===== src/lc3_isa_pkg.sv =====
package lc3_isa_pkg;

    // --------------------------------------------------
    // data and field types
    // --------------------------------------------------
    typedef logic [15:0] word_t;        // data word and address
    typedef logic [2:0]  reg_idx_t;     // r0..r7
    typedef logic [2:0]  nzp_t;         // ordered n, z, p

    // only the opcodes this core executes
    typedef enum logic [3:0] {
        op_br   = 4'b0000,
        op_add  = 4'b0001,
        op_ld   = 4'b0010,
        op_st   = 4'b0011,
        op_and  = 4'b0101,
        op_ldr  = 4'b0110,
        op_str  = 4'b0111,
        op_not  = 4'b1001,
        op_jmp  = 4'b1100,
        op_lea  = 4'b1110,
        op_trap = 4'b1111
    } opcode_t;

    localparam word_t reset_pc = 16'h3000;  // user program origin

    // --------------------------------------------------
    // instruction field positions
    // --------------------------------------------------
    localparam int dr_msb       = 11;   // dr, also sr for st/str and nzp for br
    localparam int sr1_msb      = 8;    // sr1, also baser
    localparam int imm_flag_bit = 5;    // 1 selects imm5 on add/and

    // offset field widths, all sign extended
    localparam int imm5_w  = 5;
    localparam int off6_w  = 6;
    localparam int off9_w  = 9;
    localparam int off11_w = 11;

endpackage


===== src/lc3_ctrl_pkg.sv =====
package lc3_ctrl_pkg;

    // --------------------------------------------------
    // controller states
    // --------------------------------------------------
    typedef enum logic [3:0] {
        s_fetch_mar,    // mar <- pc, pc <- pc + 1
        s_fetch_wait,   // instruction read in flight
        s_fetch_ir,     // ir <- mdr
        s_decode,
        s_alu,          // add, and, not
        s_lea,
        s_br,
        s_jmp,
        s_ld_mar,       // ld, ldr address
        s_ld_wait,
        s_ld_dr,
        s_st_mar,       // st, str address
        s_st_mdr,       // mdr <- sr
        s_st_wait,
        s_halt          // trap ends here
    } ctrl_state_t;

    // --------------------------------------------------
    // datapath selects
    // --------------------------------------------------
    typedef enum logic [2:0] {src_none, src_pc, src_mdr, src_alu, src_marmux} bus_src_t;

    typedef enum logic [1:0] {pc_inc, pc_bus, pc_ea} pc_sel_t;

    typedef enum logic {a1_pc, a1_sr1} addr1_sel_t;

    typedef enum logic [1:0] {a2_zero, a2_off6, a2_off9, a2_off11} addr2_sel_t;

    typedef enum logic [1:0] {alu_add, alu_and, alu_not, alu_pass} alu_op_t;

    // register index taken from ir[11:9] or ir[8:6]
    typedef enum logic {dr_11_9, dr_8_6} dr_sel_t;
    typedef enum logic {sr1_11_9, sr1_8_6} sr1_sel_t;

endpackage


===== src/lc3_regfile.sv =====
module lc3_regfile (
    input  logic                   clk,
    input  logic                   rst,
    input  lc3_isa_pkg::word_t     ir,
    input  lc3_ctrl_pkg::dr_sel_t  dr_sel,
    input  lc3_ctrl_pkg::sr1_sel_t sr1_sel,
    input  logic                   ld_reg,
    input  lc3_isa_pkg::word_t     bus,
    output lc3_isa_pkg::word_t     sr1,
    output lc3_isa_pkg::word_t     sr2
);
    import lc3_isa_pkg::*;
    import lc3_ctrl_pkg::*;

    word_t    regs [8];
    reg_idx_t dr_idx;
    reg_idx_t sr1_idx;
    reg_idx_t sr2_idx;

    assign dr_idx  = (dr_sel == dr_11_9) ? ir[dr_msb -: 3] : ir[sr1_msb -: 3];
    assign sr1_idx = (sr1_sel == sr1_11_9) ? ir[dr_msb -: 3] : ir[sr1_msb -: 3];
    assign sr2_idx = ir[2:0];

    assign sr1 = regs[sr1_idx];     // both reads combinational
    assign sr2 = regs[sr2_idx];

    always_ff @(posedge clk) begin
        if (rst) begin
            for (int i = 0; i < 8; i++) begin
                regs[i] <= '0;
            end
        end else if (ld_reg) begin
            regs[dr_idx] <= bus;
        end
    end

endmodule


===== src/lc3_alu.sv =====
module lc3_alu (
    input  lc3_isa_pkg::word_t    ir,
    input  lc3_isa_pkg::word_t    sr1,
    input  lc3_isa_pkg::word_t    sr2,
    input  lc3_ctrl_pkg::alu_op_t alu_op,
    output lc3_isa_pkg::word_t    result
);
    import lc3_isa_pkg::*;
    import lc3_ctrl_pkg::*;

    word_t imm5;
    word_t operand_b;

    assign imm5      = {{(16 - imm5_w){ir[imm5_w-1]}}, ir[imm5_w-1:0]};
    assign operand_b = ir[imm_flag_bit] ? imm5 : sr2;

    always_comb begin
        case (alu_op)
            alu_add: result = sr1 + operand_b;
            alu_and: result = sr1 & operand_b;
            alu_not: result = ~sr1;
            default: result = sr1;      // pass, used by st/str and jmp
        endcase
    end

endmodule


===== src/lc3_pc_addr.sv =====
module lc3_pc_addr (
    input  logic                     clk,
    input  logic                     rst,
    input  lc3_isa_pkg::word_t       ir,
    input  lc3_isa_pkg::word_t       sr1,
    input  lc3_isa_pkg::word_t       bus,
    input  lc3_ctrl_pkg::pc_sel_t    pc_sel,
    input  lc3_ctrl_pkg::addr1_sel_t addr1_sel,
    input  lc3_ctrl_pkg::addr2_sel_t addr2_sel,
    input  logic                     ld_pc,
    output lc3_isa_pkg::word_t       pc,
    output lc3_isa_pkg::word_t       ea,
    output lc3_isa_pkg::word_t       marmux
);
    import lc3_isa_pkg::*;
    import lc3_ctrl_pkg::*;

    word_t addr1;
    word_t addr2;
    word_t pc_nxt;

    // --------------------------------------------------
    // effective address adder
    // --------------------------------------------------
    assign addr1 = (addr1_sel == a1_sr1) ? sr1 : pc;

    always_comb begin
        case (addr2_sel)
            a2_off6:  addr2 = {{(16 - off6_w){ir[off6_w-1]}}, ir[off6_w-1:0]};
            a2_off9:  addr2 = {{(16 - off9_w){ir[off9_w-1]}}, ir[off9_w-1:0]};
            a2_off11: addr2 = {{(16 - off11_w){ir[off11_w-1]}}, ir[off11_w-1:0]};
            default:  addr2 = '0;
        endcase
    end

    assign ea     = addr1 + addr2;
    assign marmux = ea;         // no trap vector path, trap only halts

    // --------------------------------------------------
    // program counter
    // --------------------------------------------------
    always_comb begin
        case (pc_sel)
            pc_bus:  pc_nxt = bus;
            pc_ea:   pc_nxt = ea;
            default: pc_nxt = pc + 16'd1;
        endcase
    end

    always_ff @(posedge clk) begin
        if (rst) begin
            pc <= reset_pc;
        end else if (ld_pc) begin
            pc <= pc_nxt;
        end
    end

endmodule


===== src/lc3_mem_if.sv =====
module lc3_mem_if (
    input  logic               clk,
    input  logic               rst,
    input  lc3_isa_pkg::word_t bus,
    input  logic               ld_mar,
    input  logic               ld_mdr,
    input  logic               mem_req,
    input  logic               mem_write,
    output lc3_isa_pkg::word_t mdr,
    output logic               mem_done,
    output logic               mem_en,
    output logic               mem_we,
    output lc3_isa_pkg::word_t mem_addr,
    output lc3_isa_pkg::word_t mem_wdata,
    input  lc3_isa_pkg::word_t mem_rdata,
    input  logic               mem_ready
);
    import lc3_isa_pkg::*;

    word_t mar;

    assign mem_done  = mem_en & mem_ready;  // access ends on this edge
    assign mem_addr  = mar;
    assign mem_wdata = mdr;

    always_ff @(posedge clk) begin
        if (ld_mar) begin
            mar <= bus;
        end
        if (ld_mdr) begin
            mdr <= bus;
        end else if (mem_done && !mem_we) begin
            mdr <= mem_rdata;               // read data capture
        end
    end

    // one request outstanding, held until ready
    always_ff @(posedge clk) begin
        if (rst) begin
            mem_en <= 1'b0;
            mem_we <= 1'b0;
        end else if (mem_done) begin
            mem_en <= 1'b0;
        end else if (mem_req && !mem_en) begin
            mem_en <= 1'b1;
            mem_we <= mem_write;
        end
    end

endmodule


===== src/lc3_datapath.sv =====
module lc3_datapath (
    input  logic                     clk,
    input  logic                     rst,
    input  logic                     ld_mar,
    input  logic                     ld_mdr,
    input  logic                     ld_ir,
    input  logic                     ld_reg,
    input  logic                     ld_cc,
    input  logic                     ld_pc,
    input  lc3_ctrl_pkg::bus_src_t   bus_src,
    input  lc3_ctrl_pkg::pc_sel_t    pc_sel,
    input  lc3_ctrl_pkg::addr1_sel_t addr1_sel,
    input  lc3_ctrl_pkg::addr2_sel_t addr2_sel,
    input  lc3_ctrl_pkg::alu_op_t    alu_op,
    input  lc3_ctrl_pkg::dr_sel_t    dr_sel,
    input  lc3_ctrl_pkg::sr1_sel_t   sr1_sel,
    input  logic                     mem_req,
    input  logic                     mem_write,
    output lc3_isa_pkg::word_t       ir,
    output lc3_isa_pkg::nzp_t        nzp,
    output logic                     mem_done,
    output logic                     mem_en,
    output logic                     mem_we,
    output lc3_isa_pkg::word_t       mem_addr,
    output lc3_isa_pkg::word_t       mem_wdata,
    input  lc3_isa_pkg::word_t       mem_rdata,
    input  logic                     mem_ready
);
    import lc3_isa_pkg::*;
    import lc3_ctrl_pkg::*;

    word_t bus;
    word_t sr1;
    word_t sr2;
    word_t alu_result;
    word_t pc;
    word_t marmux;
    word_t mdr;

    // --------------------------------------------------
    // internal bus, one driver at a time
    // --------------------------------------------------
    always_comb begin
        case (bus_src)
            src_pc:     bus = pc;
            src_mdr:    bus = mdr;
            src_alu:    bus = alu_result;
            src_marmux: bus = marmux;
            default:    bus = '0;
        endcase
    end

    always_ff @(posedge clk) begin
        if (rst) begin
            ir  <= '0;
            nzp <= 3'b010;      // z after reset
        end else begin
            if (ld_ir) begin
                ir <= bus;
            end
            if (ld_cc) begin
                nzp <= {bus[15], bus == '0, !bus[15] && bus != '0};
            end
        end
    end

    lc3_regfile u_regfile (
        .clk     (clk),
        .rst     (rst),
        .ir      (ir),
        .dr_sel  (dr_sel),
        .sr1_sel (sr1_sel),
        .ld_reg  (ld_reg),
        .bus     (bus),
        .sr1     (sr1),
        .sr2     (sr2)
    );

    lc3_alu u_alu (
        .ir     (ir),
        .sr1    (sr1),
        .sr2    (sr2),
        .alu_op (alu_op),
        .result (alu_result)
    );

    lc3_pc_addr u_pc_addr (
        .clk       (clk),
        .rst       (rst),
        .ir        (ir),
        .sr1       (sr1),
        .bus       (bus),
        .pc_sel    (pc_sel),
        .addr1_sel (addr1_sel),
        .addr2_sel (addr2_sel),
        .ld_pc     (ld_pc),
        .pc        (pc),
        .ea        (),
        .marmux    (marmux)
    );

    lc3_mem_if u_mem_if (
        .clk       (clk),
        .rst       (rst),
        .bus       (bus),
        .ld_mar    (ld_mar),
        .ld_mdr    (ld_mdr),
        .mem_req   (mem_req),
        .mem_write (mem_write),
        .mdr       (mdr),
        .mem_done  (mem_done),
        .mem_en    (mem_en),
        .mem_we    (mem_we),
        .mem_addr  (mem_addr),
        .mem_wdata (mem_wdata),
        .mem_rdata (mem_rdata),
        .mem_ready (mem_ready)
    );

endmodule


===== src/lc3_ctrl.sv =====
module lc3_ctrl (
    input  logic                     clk,
    input  logic                     rst,
    input  lc3_isa_pkg::word_t       ir,
    input  lc3_isa_pkg::nzp_t        nzp,
    input  logic                     mem_done,
    output logic                     ld_mar,
    output logic                     ld_mdr,
    output logic                     ld_ir,
    output logic                     ld_reg,
    output logic                     ld_cc,
    output logic                     ld_pc,
    output lc3_ctrl_pkg::bus_src_t   bus_src,
    output lc3_ctrl_pkg::pc_sel_t    pc_sel,
    output lc3_ctrl_pkg::addr1_sel_t addr1_sel,
    output lc3_ctrl_pkg::addr2_sel_t addr2_sel,
    output lc3_ctrl_pkg::alu_op_t    alu_op,
    output lc3_ctrl_pkg::dr_sel_t    dr_sel,
    output lc3_ctrl_pkg::sr1_sel_t   sr1_sel,
    output logic                     mem_req,
    output logic                     mem_write,
    output logic                     halted
);
    import lc3_isa_pkg::*;
    import lc3_ctrl_pkg::*;

    ctrl_state_t state;
    ctrl_state_t state_nxt;
    opcode_t     opcode;
    logic        br_taken;
    logic        base_offset;   // ldr/str addressing

    assign opcode      = opcode_t'(ir[15:12]);
    assign br_taken    = |(ir[dr_msb -: 3] & nzp);
    assign base_offset = (opcode == op_ldr) || (opcode == op_str);
    assign halted      = (state == s_halt);

    always_ff @(posedge clk) begin
        if (rst) begin
            state <= s_fetch_mar;
        end else begin
            state <= state_nxt;
        end
    end

    // --------------------------------------------------
    // next state and control decode
    // --------------------------------------------------
    always_comb begin
        state_nxt = state;
        ld_mar    = 1'b0;
        ld_mdr    = 1'b0;
        ld_ir     = 1'b0;
        ld_reg    = 1'b0;
        ld_cc     = 1'b0;
        ld_pc     = 1'b0;
        bus_src   = src_none;
        pc_sel    = pc_inc;
        addr1_sel = a1_pc;
        addr2_sel = a2_zero;
        alu_op    = alu_pass;
        dr_sel    = dr_11_9;
        sr1_sel   = sr1_8_6;
        mem_req   = 1'b0;
        mem_write = 1'b0;
        case (state)
            s_fetch_mar: begin
                bus_src   = src_pc;
                ld_mar    = 1'b1;
                ld_pc     = 1'b1;          // pc_inc by default
                state_nxt = s_fetch_wait;
            end
            s_fetch_wait: begin
                mem_req = 1'b1;
                if (mem_done) begin
                    state_nxt = s_fetch_ir;
                end
            end
            s_fetch_ir: begin
                bus_src   = src_mdr;
                ld_ir     = 1'b1;
                state_nxt = s_decode;
            end
            s_decode: begin
                case (opcode)
                    op_add, op_and, op_not: state_nxt = s_alu;
                    op_lea:                 state_nxt = s_lea;
                    op_br:                  state_nxt = s_br;
                    op_jmp:                 state_nxt = s_jmp;
                    op_ld, op_ldr:          state_nxt = s_ld_mar;
                    op_st, op_str:          state_nxt = s_st_mar;
                    op_trap:                state_nxt = s_halt;
                    default:                state_nxt = s_fetch_mar;  // unsupported, skipped
                endcase
            end
            s_alu: begin
                case (opcode)
                    op_and:  alu_op = alu_and;
                    op_not:  alu_op = alu_not;
                    default: alu_op = alu_add;
                endcase
                bus_src   = src_alu;
                ld_reg    = 1'b1;
                ld_cc     = 1'b1;
                state_nxt = s_fetch_mar;
            end
            s_lea: begin
                addr2_sel = a2_off9;       // cc untouched
                bus_src   = src_marmux;
                ld_reg    = 1'b1;
                state_nxt = s_fetch_mar;
            end
            s_br: begin
                addr2_sel = a2_off9;
                pc_sel    = pc_ea;
                ld_pc     = br_taken;
                state_nxt = s_fetch_mar;
            end
            s_jmp: begin
                bus_src   = src_alu;       // baser passed through the alu
                pc_sel    = pc_bus;
                ld_pc     = 1'b1;
                state_nxt = s_fetch_mar;
            end
            s_ld_mar, s_st_mar: begin
                if (base_offset) begin
                    addr1_sel = a1_sr1;
                    addr2_sel = a2_off6;
                end else begin
                    addr2_sel = a2_off9;
                end
                bus_src   = src_marmux;
                ld_mar    = 1'b1;
                state_nxt = (state == s_ld_mar) ? s_ld_wait : s_st_mdr;
            end
            s_ld_wait: begin
                mem_req = 1'b1;
                if (mem_done) begin
                    state_nxt = s_ld_dr;
                end
            end
            s_ld_dr: begin
                bus_src   = src_mdr;
                ld_reg    = 1'b1;
                ld_cc     = 1'b1;
                state_nxt = s_fetch_mar;
            end
            s_st_mdr: begin
                sr1_sel   = sr1_11_9;      // store source register
                bus_src   = src_alu;
                ld_mdr    = 1'b1;
                state_nxt = s_st_wait;
            end
            s_st_wait: begin
                mem_req   = 1'b1;
                mem_write = 1'b1;
                if (mem_done) begin
                    state_nxt = s_fetch_mar;
                end
            end
            default: state_nxt = s_halt;   // s_halt holds until reset
        endcase
    end

endmodule


===== src/lc3_top.sv =====
module lc3_top (
    input  logic               clk,
    input  logic               rst,
    output logic               mem_en,
    output logic               mem_we,
    output lc3_isa_pkg::word_t mem_addr,
    output lc3_isa_pkg::word_t mem_wdata,
    input  lc3_isa_pkg::word_t mem_rdata,
    input  logic               mem_ready,
    output logic               halted
);

    // --------------------------------------------------
    // controller to datapath
    // --------------------------------------------------
    logic                     ld_mar;
    logic                     ld_mdr;
    logic                     ld_ir;
    logic                     ld_reg;
    logic                     ld_cc;
    logic                     ld_pc;
    lc3_ctrl_pkg::bus_src_t   bus_src;
    lc3_ctrl_pkg::pc_sel_t    pc_sel;
    lc3_ctrl_pkg::addr1_sel_t addr1_sel;
    lc3_ctrl_pkg::addr2_sel_t addr2_sel;
    lc3_ctrl_pkg::alu_op_t    alu_op;
    lc3_ctrl_pkg::dr_sel_t    dr_sel;
    lc3_ctrl_pkg::sr1_sel_t   sr1_sel;
    logic                     mem_req;
    logic                     mem_write;
    lc3_isa_pkg::word_t       ir;           // back to the controller
    lc3_isa_pkg::nzp_t        nzp;
    logic                     mem_done;

    lc3_ctrl u_ctrl (
        .clk       (clk),
        .rst       (rst),
        .ir        (ir),
        .nzp       (nzp),
        .mem_done  (mem_done),
        .ld_mar    (ld_mar),
        .ld_mdr    (ld_mdr),
        .ld_ir     (ld_ir),
        .ld_reg    (ld_reg),
        .ld_cc     (ld_cc),
        .ld_pc     (ld_pc),
        .bus_src   (bus_src),
        .pc_sel    (pc_sel),
        .addr1_sel (addr1_sel),
        .addr2_sel (addr2_sel),
        .alu_op    (alu_op),
        .dr_sel    (dr_sel),
        .sr1_sel   (sr1_sel),
        .mem_req   (mem_req),
        .mem_write (mem_write),
        .halted    (halted)
    );

    lc3_datapath u_datapath (
        .clk       (clk),
        .rst       (rst),
        .ld_mar    (ld_mar),
        .ld_mdr    (ld_mdr),
        .ld_ir     (ld_ir),
        .ld_reg    (ld_reg),
        .ld_cc     (ld_cc),
        .ld_pc     (ld_pc),
        .bus_src   (bus_src),
        .pc_sel    (pc_sel),
        .addr1_sel (addr1_sel),
        .addr2_sel (addr2_sel),
        .alu_op    (alu_op),
        .dr_sel    (dr_sel),
        .sr1_sel   (sr1_sel),
        .mem_req   (mem_req),
        .mem_write (mem_write),
        .ir        (ir),
        .nzp       (nzp),
        .mem_done  (mem_done),
        .mem_en    (mem_en),
        .mem_we    (mem_we),
        .mem_addr  (mem_addr),
        .mem_wdata (mem_wdata),
        .mem_rdata (mem_rdata),
        .mem_ready (mem_ready)
    );

endmodule


===== config.mk =====
export PLATFORM = sky130hd
export DESIGN_NAME = lc3_top
export DESIGN_NICKNAME = d
export VERILOG_FILES = /design/src/lc3_isa_pkg.sv /design/src/lc3_ctrl_pkg.sv /design/src/lc3_regfile.sv /design/src/lc3_alu.sv /design/src/lc3_pc_addr.sv /design/src/lc3_mem_if.sv /design/src/lc3_datapath.sv /design/src/lc3_ctrl.sv /design/src/lc3_top.sv
export SDC_FILE = /design/constraint.sdc
export NUM_CORES = 1
export LEC_CHECK = 0
export ABC_AREA = 1
export BUFFER_PORTS_ARGS = -buffer_cell sky130_fd_sc_hd__clkbuf_2
export CORE_ASPECT_RATIO = 0.9
export CORE_MARGIN = 5
export CORE_UTILIZATION = 35
export DETAILED_ROUTE_END_ITERATION = 16
export GPL_ROUTABILITY_DRIVEN = 0
export PLACE_DENSITY = 0.5
export SLEW_MARGIN = 20
export SYNTH_ARGS = -nofsm -noshare
export SYNTH_HDL_FRONTEND = slang
export SYNTH_HIERARCHICAL = 1
export SYNTH_SLANG_ARGS = --single-unit

===== constraint.sdc =====
create_clock -name clk -period 9.2 [get_ports clk]
set_input_delay 1.84 -clock clk [delete_from_list [all_inputs] [get_ports clk]]
set_output_delay 1.84 -clock clk [all_outputs]
set_load 0.005 [all_outputs]

==> results of run 1 <==
## final cells by class
class	instances	area share [%]
timing repair buffer	70	2.42
sequential	201	34.6
inverter	354	8.24
clock buffer	35	4.34
multi-input combinational	1521	45.4
tap	555	4.27
clock inverter	12	0.724
## per-layer routing
layer  up-vias  GRT usage, %  part of all wire (%)
met1      6720          32.3                    46
met5         -             0                     0
met4         0          4.98                   2.2
met3        76          2.94                   7.5
li1       7002             -                     -
met2       586          34.5                    44
## power groups by stage
stage	logic, mW	registers, mW	clock network (mW)
after floorplan	1.98	1.22	0
after global routing	3.11	1.26	1.06
after global placement	2.75	1.27	0
final	2.81	1.25	1.00
after CTS	2.77	1.25	1.03
after detailed placement	2.76	1.26	0
## worst paths after layout
path | to | slack, ps | start
worst max register to register | u_datapath/u_regfile/regs[2][4]$_SDFFCE_PN0P_ | 3220 | u_ctrl/state[1]$_SDFFE_PP0P_
worst min-delay path | u_datapath/nzp[1]$_SDFFE_PP1P_ | 500 | u_datapath/nzp[1]$_SDFFE_PP1P_
worst max-delay path | u_datapath/u_regfile/regs[2][4]$_SDFFCE_PN0P_ | 3220 | u_ctrl/state[1]$_SDFFE_PP0P_
worst min register to register | u_datapath/nzp[1]$_SDFFE_PP1P_ | 500 | u_datapath/nzp[1]$_SDFFE_PP1P_
## cells in the final DEF (no fill, tap or decap), types with 38 or more instances in the layout
cell,Yosys,layout
a21oi_1,138,138
clkbuf_2,0,53
dfxtp_1,41,40
edfxtp_1,160,160
ha_1,38,38
inv_1,332,332
nand2_1,608,606
nand3_1,230,230
nor2_1,188,188
o21ai_0,133,131
## stage by stage
stage	area [sq um]	hold WS (ps)	setup WS [ps]	util (%)
after floorplan	15100	442	5010	-
after detailed placement	15400	485	3410	36.0
after CTS	16200	502	3350	37.9
after global routing	16200	544	2720	37.9
after global placement	15400	467	3520	36.0
final	16200	499	3220	37.9
## sequential cells by signal, summed over array words and instances (netlist names)
signal                        flops
u_datapath/u_regfile/regs       128
u_datapath/ir                    16
u_datapath/nzp                    3
u_datapath/u_mem_if/mem_we        1
u_ctrl/state                      4
u_datapath/u_mem_if/mem_en        1
u_datapath/u_mem_if/mdr          16
u_datapath/u_pc_addr/pc          16
u_datapath/u_mem_if/mem_addr     16
## kinds of logic (layout without fill, tap and decap cells)
kind of cell / Yosys count / in the layout / share of synthesized area, %
fa+ha+maj: 40 / 40 / 3.40
flops: 201 / 201 / 37.1
compound gates: 312 / 312 / 10.8
other cells: 1 / 1 / 0.0248
mux: 5 / 5 / 0.372
simple gates: 1148 / 1148 / 33.0
buf+inv: 488 / 471 / 14.3
xor+xnor: 15 / 15 / 0.917
## worst max-delay path: cells and delay by family, from the launching register on
kind / cells / cell delay, ps
AO/OA/AOI/OAI: 1 / 160
AND/OR/NAND/NOR: 17 / 2730
flip-flops: 1 / 340
buffers and inverters: 8 / 1780
adder cells (fa/ha/maj): 2 / 630
==> reports/metrics.yaml, run 1 <==
die_w_microns: 229
multi_input_area_sq_mm: 0.00737
cts_max_level: 1
yosysMostFrequentCell: "nand2_1"
grt_setup_unrepaired: "false"
ctsHoldBuffers: 0
min_period_ps: 5980
async_reset_ff_share_pct: 0
drc_errors: 0
routed_wl_mm: 54.1
grt_pass1_wl_mm: 82.8
cpMostUsedCell: "nand2_1"
ys_seq_area_share_pct: 37.1
core_sq_mm: 0.0429
outcome: "finished, final reports clean"
cts_tree: "yes"
numCtsBuffers: 26
end_kind: "register"
pwr-share-seq_pct: 24.7
skew_ps: 29.1
intPower_mw: 2.50
synth_commonest_cells: "nand2_1 (608), inv_1 (332), nand3_1 (230), nor2_1 (188), edfxtp_1 (160)"
antenna_found_initial: 0
power_frac_clock_pct: 19.8
crit_arrival_ps: 6250
synth_edf_count: 160
final_cells: 2748
hold_depth: 2
yosysTopAreaCell: "edfxtp_1"
synth_fp_nets: 2269
finalCritPeriodShare_pct: 65.0
drive_gt1_share_pct: 9.39
cts.path.max_buffers: 3
critPathLaunchType: "register"
power_density_mw_per_mm2: 312
netlist_area_sq_mm: 0.0151
detail_route.iter0.violations: 1547
cts_resized: 0
clock_sinks: 201
synth_cell_types: 53
leakagePower_nw: 7.62
antenna_left: 0
setup_viol: 0
swShare_pct: 50.7
synth_cells: 2210
ir_drop_v: 0.000186
critPathMaxFanout: 42
routedWlPerCell_microns: 19.7
worst_skew_pair.late_latency_ps: 560
power.total_mw: 5.06
area_growth_syn_to_layout_pct: 7.28
max-slew-margin-rel_pct: 27.9
drv_cap: 0
power_frac_comb_pct: 55.5
placed_cells: 2701
syn_avg_cell_area_sq_um: 6.85
rows: 72
slew_viol_final: 0
die_h_microns: 207
final-seq-area_sq_mm: 0.00563
hold_path.class: "register to register"
ys_top_cells_by_area: "edfxtp_1 (32%), nand2_1 (15%), inv_1 (8.2%)"
routed-via-count: 14400
io_pins: 54
grt_max_degree: 68
max_stage_delay_ps: 520
dieArea_sq_mm: 0.0475
rr_worst_depth: 28
grtUsageTotal_pct: 22.0
dr.pass1.iters: 6
synth_warnings: 6
cpMaxStageDelayCell: "nand2_2"
grt_pass1_vias: 13800
initial_core_util_pct: 35.3
netSwitchingPower_mw: 2.57
dpl.hpwl_mm: 38.2
path_clk_slew_ps: 60
synth-seq-cells: 201
postCtsSetupRepairBufs: 0
fin_tns_setup_ps: 0
fmax_mhz: 167
finalHoldViolCount: 0
fin_nets: 2233
required_ps: 9470
gr-total-overflow: 0
worstSetupPathType: "register to register"
synth_top_area_share_pct: 31.7
fillers: 4578
synthFlopType: "edfxtp_1"
antenna_cells: 0
tightest_slew_ps: 1080
viasPerCell: 5.23
root_buffer: "clkbuf_16"
io_buffers: 53
(Power assumes the default switching activity.)
==> run 2: changes to the inputs <==
==> constraint.sdc (replaced) <==
create_clock -name clk -period 5.9 [get_ports clk]
set_input_delay 1.18 -clock clk [delete_from_list [all_inputs] [get_ports clk]]
set_output_delay 1.18 -clock clk [all_outputs]
set_load 0.005 [all_outputs]
==> run 2 against run 1 <==
Effect of this change:
- core utilization grew 0.13 points
- sequential cell count unchanged
- first-iteration DRC count grew 15%
- critical path depth down 1
- clock-buffer cell count is 4 lower
- critical path type unchanged
==> reports/metrics.yaml, run 2 (synthesized netlist as in run 1, its figures left out) <==
area_growth_syn_to_layout_pct: 7.64
skew_ps: 19.7
finalHoldViolCount: 0
drc_errors: 0
setup_viol: 0
clock_sinks: 201
grt_setup_unrepaired: "false"
crit_arrival_ps: 5840
slew_viol_final: 0
antenna_found_initial: 0
fin_tns_setup_ps: 0
dieArea_sq_mm: 0.0475
largest_reg_flops: 128
dr.pass1.iters: 5
final_cell_mix: "nand2_1 (604), inv_1 (332), nand3_1 (230)"
gr-total-overflow: 0
min_from: "u_datapath/nzp[1]$_SDFFE_PP1P_"
outcome: "finished, final reports clean"
fin_nets: 2233
setup_slack_ps: 344
power_frac_comb_pct: 56.1
power.total_mw: 8.07
numCtsBuffers: 25
grtUsageTotal_pct: 22.7
finalCritPeriodShare_pct: 94.2
drive_gt1_share_pct: 9.58
final_cells: 2747
grt_max_degree: 68
root_buffer: "clkbuf_16"
intPower_mw: 3.93
antenna_cells: 0
detail_route.iter0.violations: 1784
power_frac_clock_pct: 19.7
ctsHoldBuffers: 0
cts_max_level: 1
max-slew-margin-rel_pct: 23.9
grt_pass1_wl_mm: 84.8
routed_wl_mm: 56.3
tightest_slew_ps: 1140
required_ps: 6190
leakagePower_nw: 7.65
utilization_pct: 38.0
placed_cells: 2702
worst_skew_pair.late_latency_ps: 570
largest-register: "u_datapath/u_regfile/regs"
critPathLaunchType: "register"
dpl.hpwl_mm: 38.8
postCtsSetupRepairBufs: 0
fmax_mhz: 180
post-place-ws_ps: 570
min_period_ps: 5560
cp-startpoint: "u_ctrl/state[1]$_SDFFE_PP0P_"
io_buffers: 53
die_h_microns: 207
drv_cap: 0
rows: 72
io_pins: 54
fillers: 4656
swShare_pct: 51.3
core_sq_mm: 0.0429
grt_pass1_vias: 13700
cts.path.max_buffers: 3
end_kind: "register"
antenna_left: 0
ir_drop_v: 0.000244
final_common_cell: "nand2_1"
path_clk_slew_ps: 60
initial_core_util_pct: 35.3
worstSetupPathType: "register to register"
reg2reg_from: "u_ctrl/state[1]$_SDFFE_PP0P_"
pwr-share-seq_pct: 24.2
netSwitchingPower_mw: 4.14
cts_tree: "yes"
critPathMaxFanout: 14
power_density_mw_per_mm2: 495
routedWlPerCell_microns: 20.5
cts_resized: 0
die_w_microns: 229
hold_path.class: "register to register"
routed-via-count: 14700
viasPerCell: 5.35
## run 2: routing by layer
layer / GRT usage, % / up-vias / part of all wire (%)
met4: 5.04 / 0 / 2.2
li1: - / 6999 / -
met2: 34.3 / 662 / 43
met1: 34.1 / 6965 / 46
met5: 0 / - / 0
met3: 4.02 / 84 / 9.3
## run 2: path summary, 6_finish.rpt
path / slack, ps / endpoint / cells after the start
worst max register to register: 340 / u_datapath/u_regfile/regs[5][13]$_SDFFCE_PN0P_ / 27
worst min register to register: 500 / u_datapath/nzp[1]$_SDFFE_PP1P_ / 2
worst max-delay path: 340 / u_datapath/u_regfile/regs[5][13]$_SDFFCE_PN0P_ / 27
worst min-delay path: 500 / u_datapath/nzp[1]$_SDFFE_PP1P_ / 2
## run 2: critical path, stage by stage (launching register included)
cell	delay, ps
dfxtp_1	340
nor2_1	280
inv_1	140
nor2_1	250
inv_1	220
nand2_1	560
buf_4	230
nand3_1	100
nand3_1	130
nand2_1	60
nand2_1	50
nand2_1	200
nand2_1	120
o21ai_0	90
ha_1	400
nand2_1	130
nor2_1	210
and3_1	180
nand2_1	90
nand2_1	90
nand2_1	60
and2_1	140
nand3_1	80
nand2_1	70
nor2_1	280
inv_1	270
inv_1	380
nor2_1	100
## run 2: power groups by stage
| stage | registers [mW] | clock network, mW | logic, mW |
|---|---|---|---|
| 3_5_place_dp | 1.98 | 0 | 4.41 |
| 4_1_cts | 1.95 | 1.62 | 4.44 |
| 3_3_place_gp | 1.98 | 0 | 4.39 |
| 6_report | 1.96 | 1.59 | 4.53 |
| 5_1_grt | 1.98 | 1.68 | 4.94 |
| 2_1_floorplan | 1.90 | 0 | 3.09 |
## run 2: layout make-up
type	instances	area [sq um]	area share, %
tap	555	694	4.26
inverter	354	1340	8.21
clock buffer	31	668	4.10
timing repair buffer	71	438	2.69
multi-input combinational	1521	7380	45.2
clock inverter	14	160	0.982
sequential	201	5630	34.5
## run 2: through the flow
step           cell area [sq um]  hold slack [ps]
3_3_place_gp               15500              465
3_5_place_dp               15500              487
2_1_floorplan              15100              442
4_1_cts                    16300              503
5_1_grt                    16300              533
6_report                   16300              502
==> run 3: changes to the inputs <==
--- a/config.mk
+++ b/config.mk
@@ -12,6 +12,7 @@
 export CORE_UTILIZATION = 35
 export DETAILED_ROUTE_END_ITERATION = 16
 export GPL_ROUTABILITY_DRIVEN = 0
+export MAX_ROUTING_LAYER = met4
 export PLACE_DENSITY = 0.5
 export SLEW_MARGIN = 20
 export SYNTH_ARGS = -nofsm -noshare
==> run 3 against run 2 <==
Effect of this change:
- sequential share of layout area unchanged
- via count is 0.29% higher
- fmax increased by 0.78%
- sequential cell count unchanged
- worst hold slack got worse by 2.0 ps
- sequential power is essentially flat
- critical endpoint unchanged
- largest power group unchanged
- highest routed layer unchanged
==> reports/metrics.yaml, run 3 (synthesized netlist as in run 1, its figures left out) <==
outcome: "finished, final reports clean"
fillers: 4656
routedWlPerCell_microns: 20.5
dr.pass1.iters: 6
leakagePower_nw: 7.65
routed_wl_mm: 56.3
die_h_microns: 207
power_frac_comb_pct: 56.1
netSwitchingPower_mw: 4.14
cts.path.max_buffers: 3
end_kind: "register"
numCtsBuffers: 25
io_pins: 54
ctsHoldBuffers: 0
placed_cells: 2702
grt_max_degree: 68
drc_errors: 0
critical_path_buf_inv_count: 5
clock_sinks: 201
hold_path.class: "register to register"
detail_route.iter0.violations: 1798
slew_viol_final: 0
routed-via-count: 14800
tightest_slew_ps: 1130
cts_resized: 0
postCtsSetupRepairBufs: 0
final_common_cell: "nand2_1"
grt_pass1_wl_mm: 84.8
viasPerCell: 5.37
drive_gt1_share_pct: 9.58
max_stage_delay_ps: 550
post-place-ws_ps: 570
multi_input_area_sq_mm: 0.00738
min_period_ps: 5510
die_w_microns: 229
cts_tree: "yes"
antenna_cells: 0
fmax_mhz: 181
final_cells: 2747
utilization_pct: 38.0
largest_reg_flops: 128
area_growth_syn_to_layout_pct: 7.64
critPathLaunchType: "register"
fin_tns_setup_ps: 0
grtUsageTotal_pct: 23.4
cpMostUsedCell: "nand2_1"
antenna_found_initial: 0
intPower_mw: 3.93
worst_skew_pair.late_latency_ps: 570
met2_length_mm: 24.1
dpl.hpwl_mm: 38.8
ir_drop_v: 0.000246
rows: 72
met1_length_mm: 26.0
final_cell_mix: "nand2_1 (604), inv_1 (332), nand3_1 (230)"
core_sq_mm: 0.0429
drv_cap: 0
initial_core_util_pct: 35.3
pwr-share-seq_pct: 24.2
grt_setup_unrepaired: "false"
gr-total-overflow: 0
fin_nets: 2233
routed.top_layer: "met4"
crit_family: "simple AND/OR/NAND/NOR gates"
finalCritPeriodShare_pct: 93.4
path_clk_slew_ps: 60
power_frac_clock_pct: 19.7
max-slew-margin-rel_pct: 24.4
final-seq-area_sq_mm: 0.00563
finalHoldViolCount: 0
antenna_left: 0
swShare_pct: 51.3
critPathMaxFanout: 14
io_buffers: 53
largest-register: "u_datapath/u_regfile/regs"
cpMaxStageDelayCell: "nand2_1"
setup_slack_ps: 387
setup_viol: 0
required_ps: 6190
cts_max_level: 1
skew_ps: 18.9
grt_pass1_vias: 13600
power_density_mw_per_mm2: 495
crit_arrival_ps: 5800
root_buffer: "clkbuf_16"
met3_length_mm: 5.01
worstSetupPathType: "register to register"
dieArea_sq_mm: 0.0475
-- run 3: cell counts in the layout (fill, tap and decap cells not counted) --
Identical to the previous run, type by type.
-- run 3: power groups by stage --
stage | registers (mW) | clock network [mW] | logic, mW
after global placement | 1.98 | 0 | 4.39
final | 1.96 | 1.59 | 4.53
after detailed placement | 1.98 | 0 | 4.41
after global routing | 1.98 | 1.68 | 4.94
after CTS | 1.95 | 1.62 | 4.44
after floorplan | 1.90 | 0 | 3.09
-- run 3: metal layers --
layer | vias to the layer above | GRT usage, %
li1 | 6998 | -
met1 | 6988 | 34.4
met2 | 688 | 34.2
met3 | 79 | 3.65
met4 | 0 | 5.00
met5 | - | -
-- run 3: path summary, 6_finish.rpt --
kind,start,slack (ps),end,cells past startpoint
worst min register to register,u_datapath/nzp[1]$_SDFFE_PP1P_,500,u_datapath/nzp[1]$_SDFFE_PP1P_,2
worst max register to register,u_ctrl/state[1]$_SDFFE_PP0P_,390,u_datapath/u_regfile/regs[5][13]$_SDFFCE_PN0P_,27
worst max-delay path,u_ctrl/state[1]$_SDFFE_PP0P_,390,u_datapath/u_regfile/regs[5][13]$_SDFFCE_PN0P_,27
worst min-delay path,u_datapath/nzp[1]$_SDFFE_PP1P_,500,u_datapath/nzp[1]$_SDFFE_PP1P_,2
-- run 3: stage by stage --
stage               total power, mW  area (sq um)  hold slack, ps
finish                         8.07         16300             500
CTS                            8.01         16300             503
global route                   8.60         16300             533
detailed placement             6.38         15500             487
floorplan                      4.99         15100             442
global placement               6.37         15500             465
-- run 3: area by class of cell --
type	instances	area share (%)
sequential	201	34.5
multi-input combinational	1521	45.2
clock buffer	31	4.10
inverter	354	8.21
tap	555	4.26
clock inverter	14	0.982
timing repair buffer	71	2.69
-- run 3: tightest hold or removal path, cell delays in order, from the launching register on --
cell and delay (ps):
dfxtp_1 340, nand2_1 60, nand3_1 70
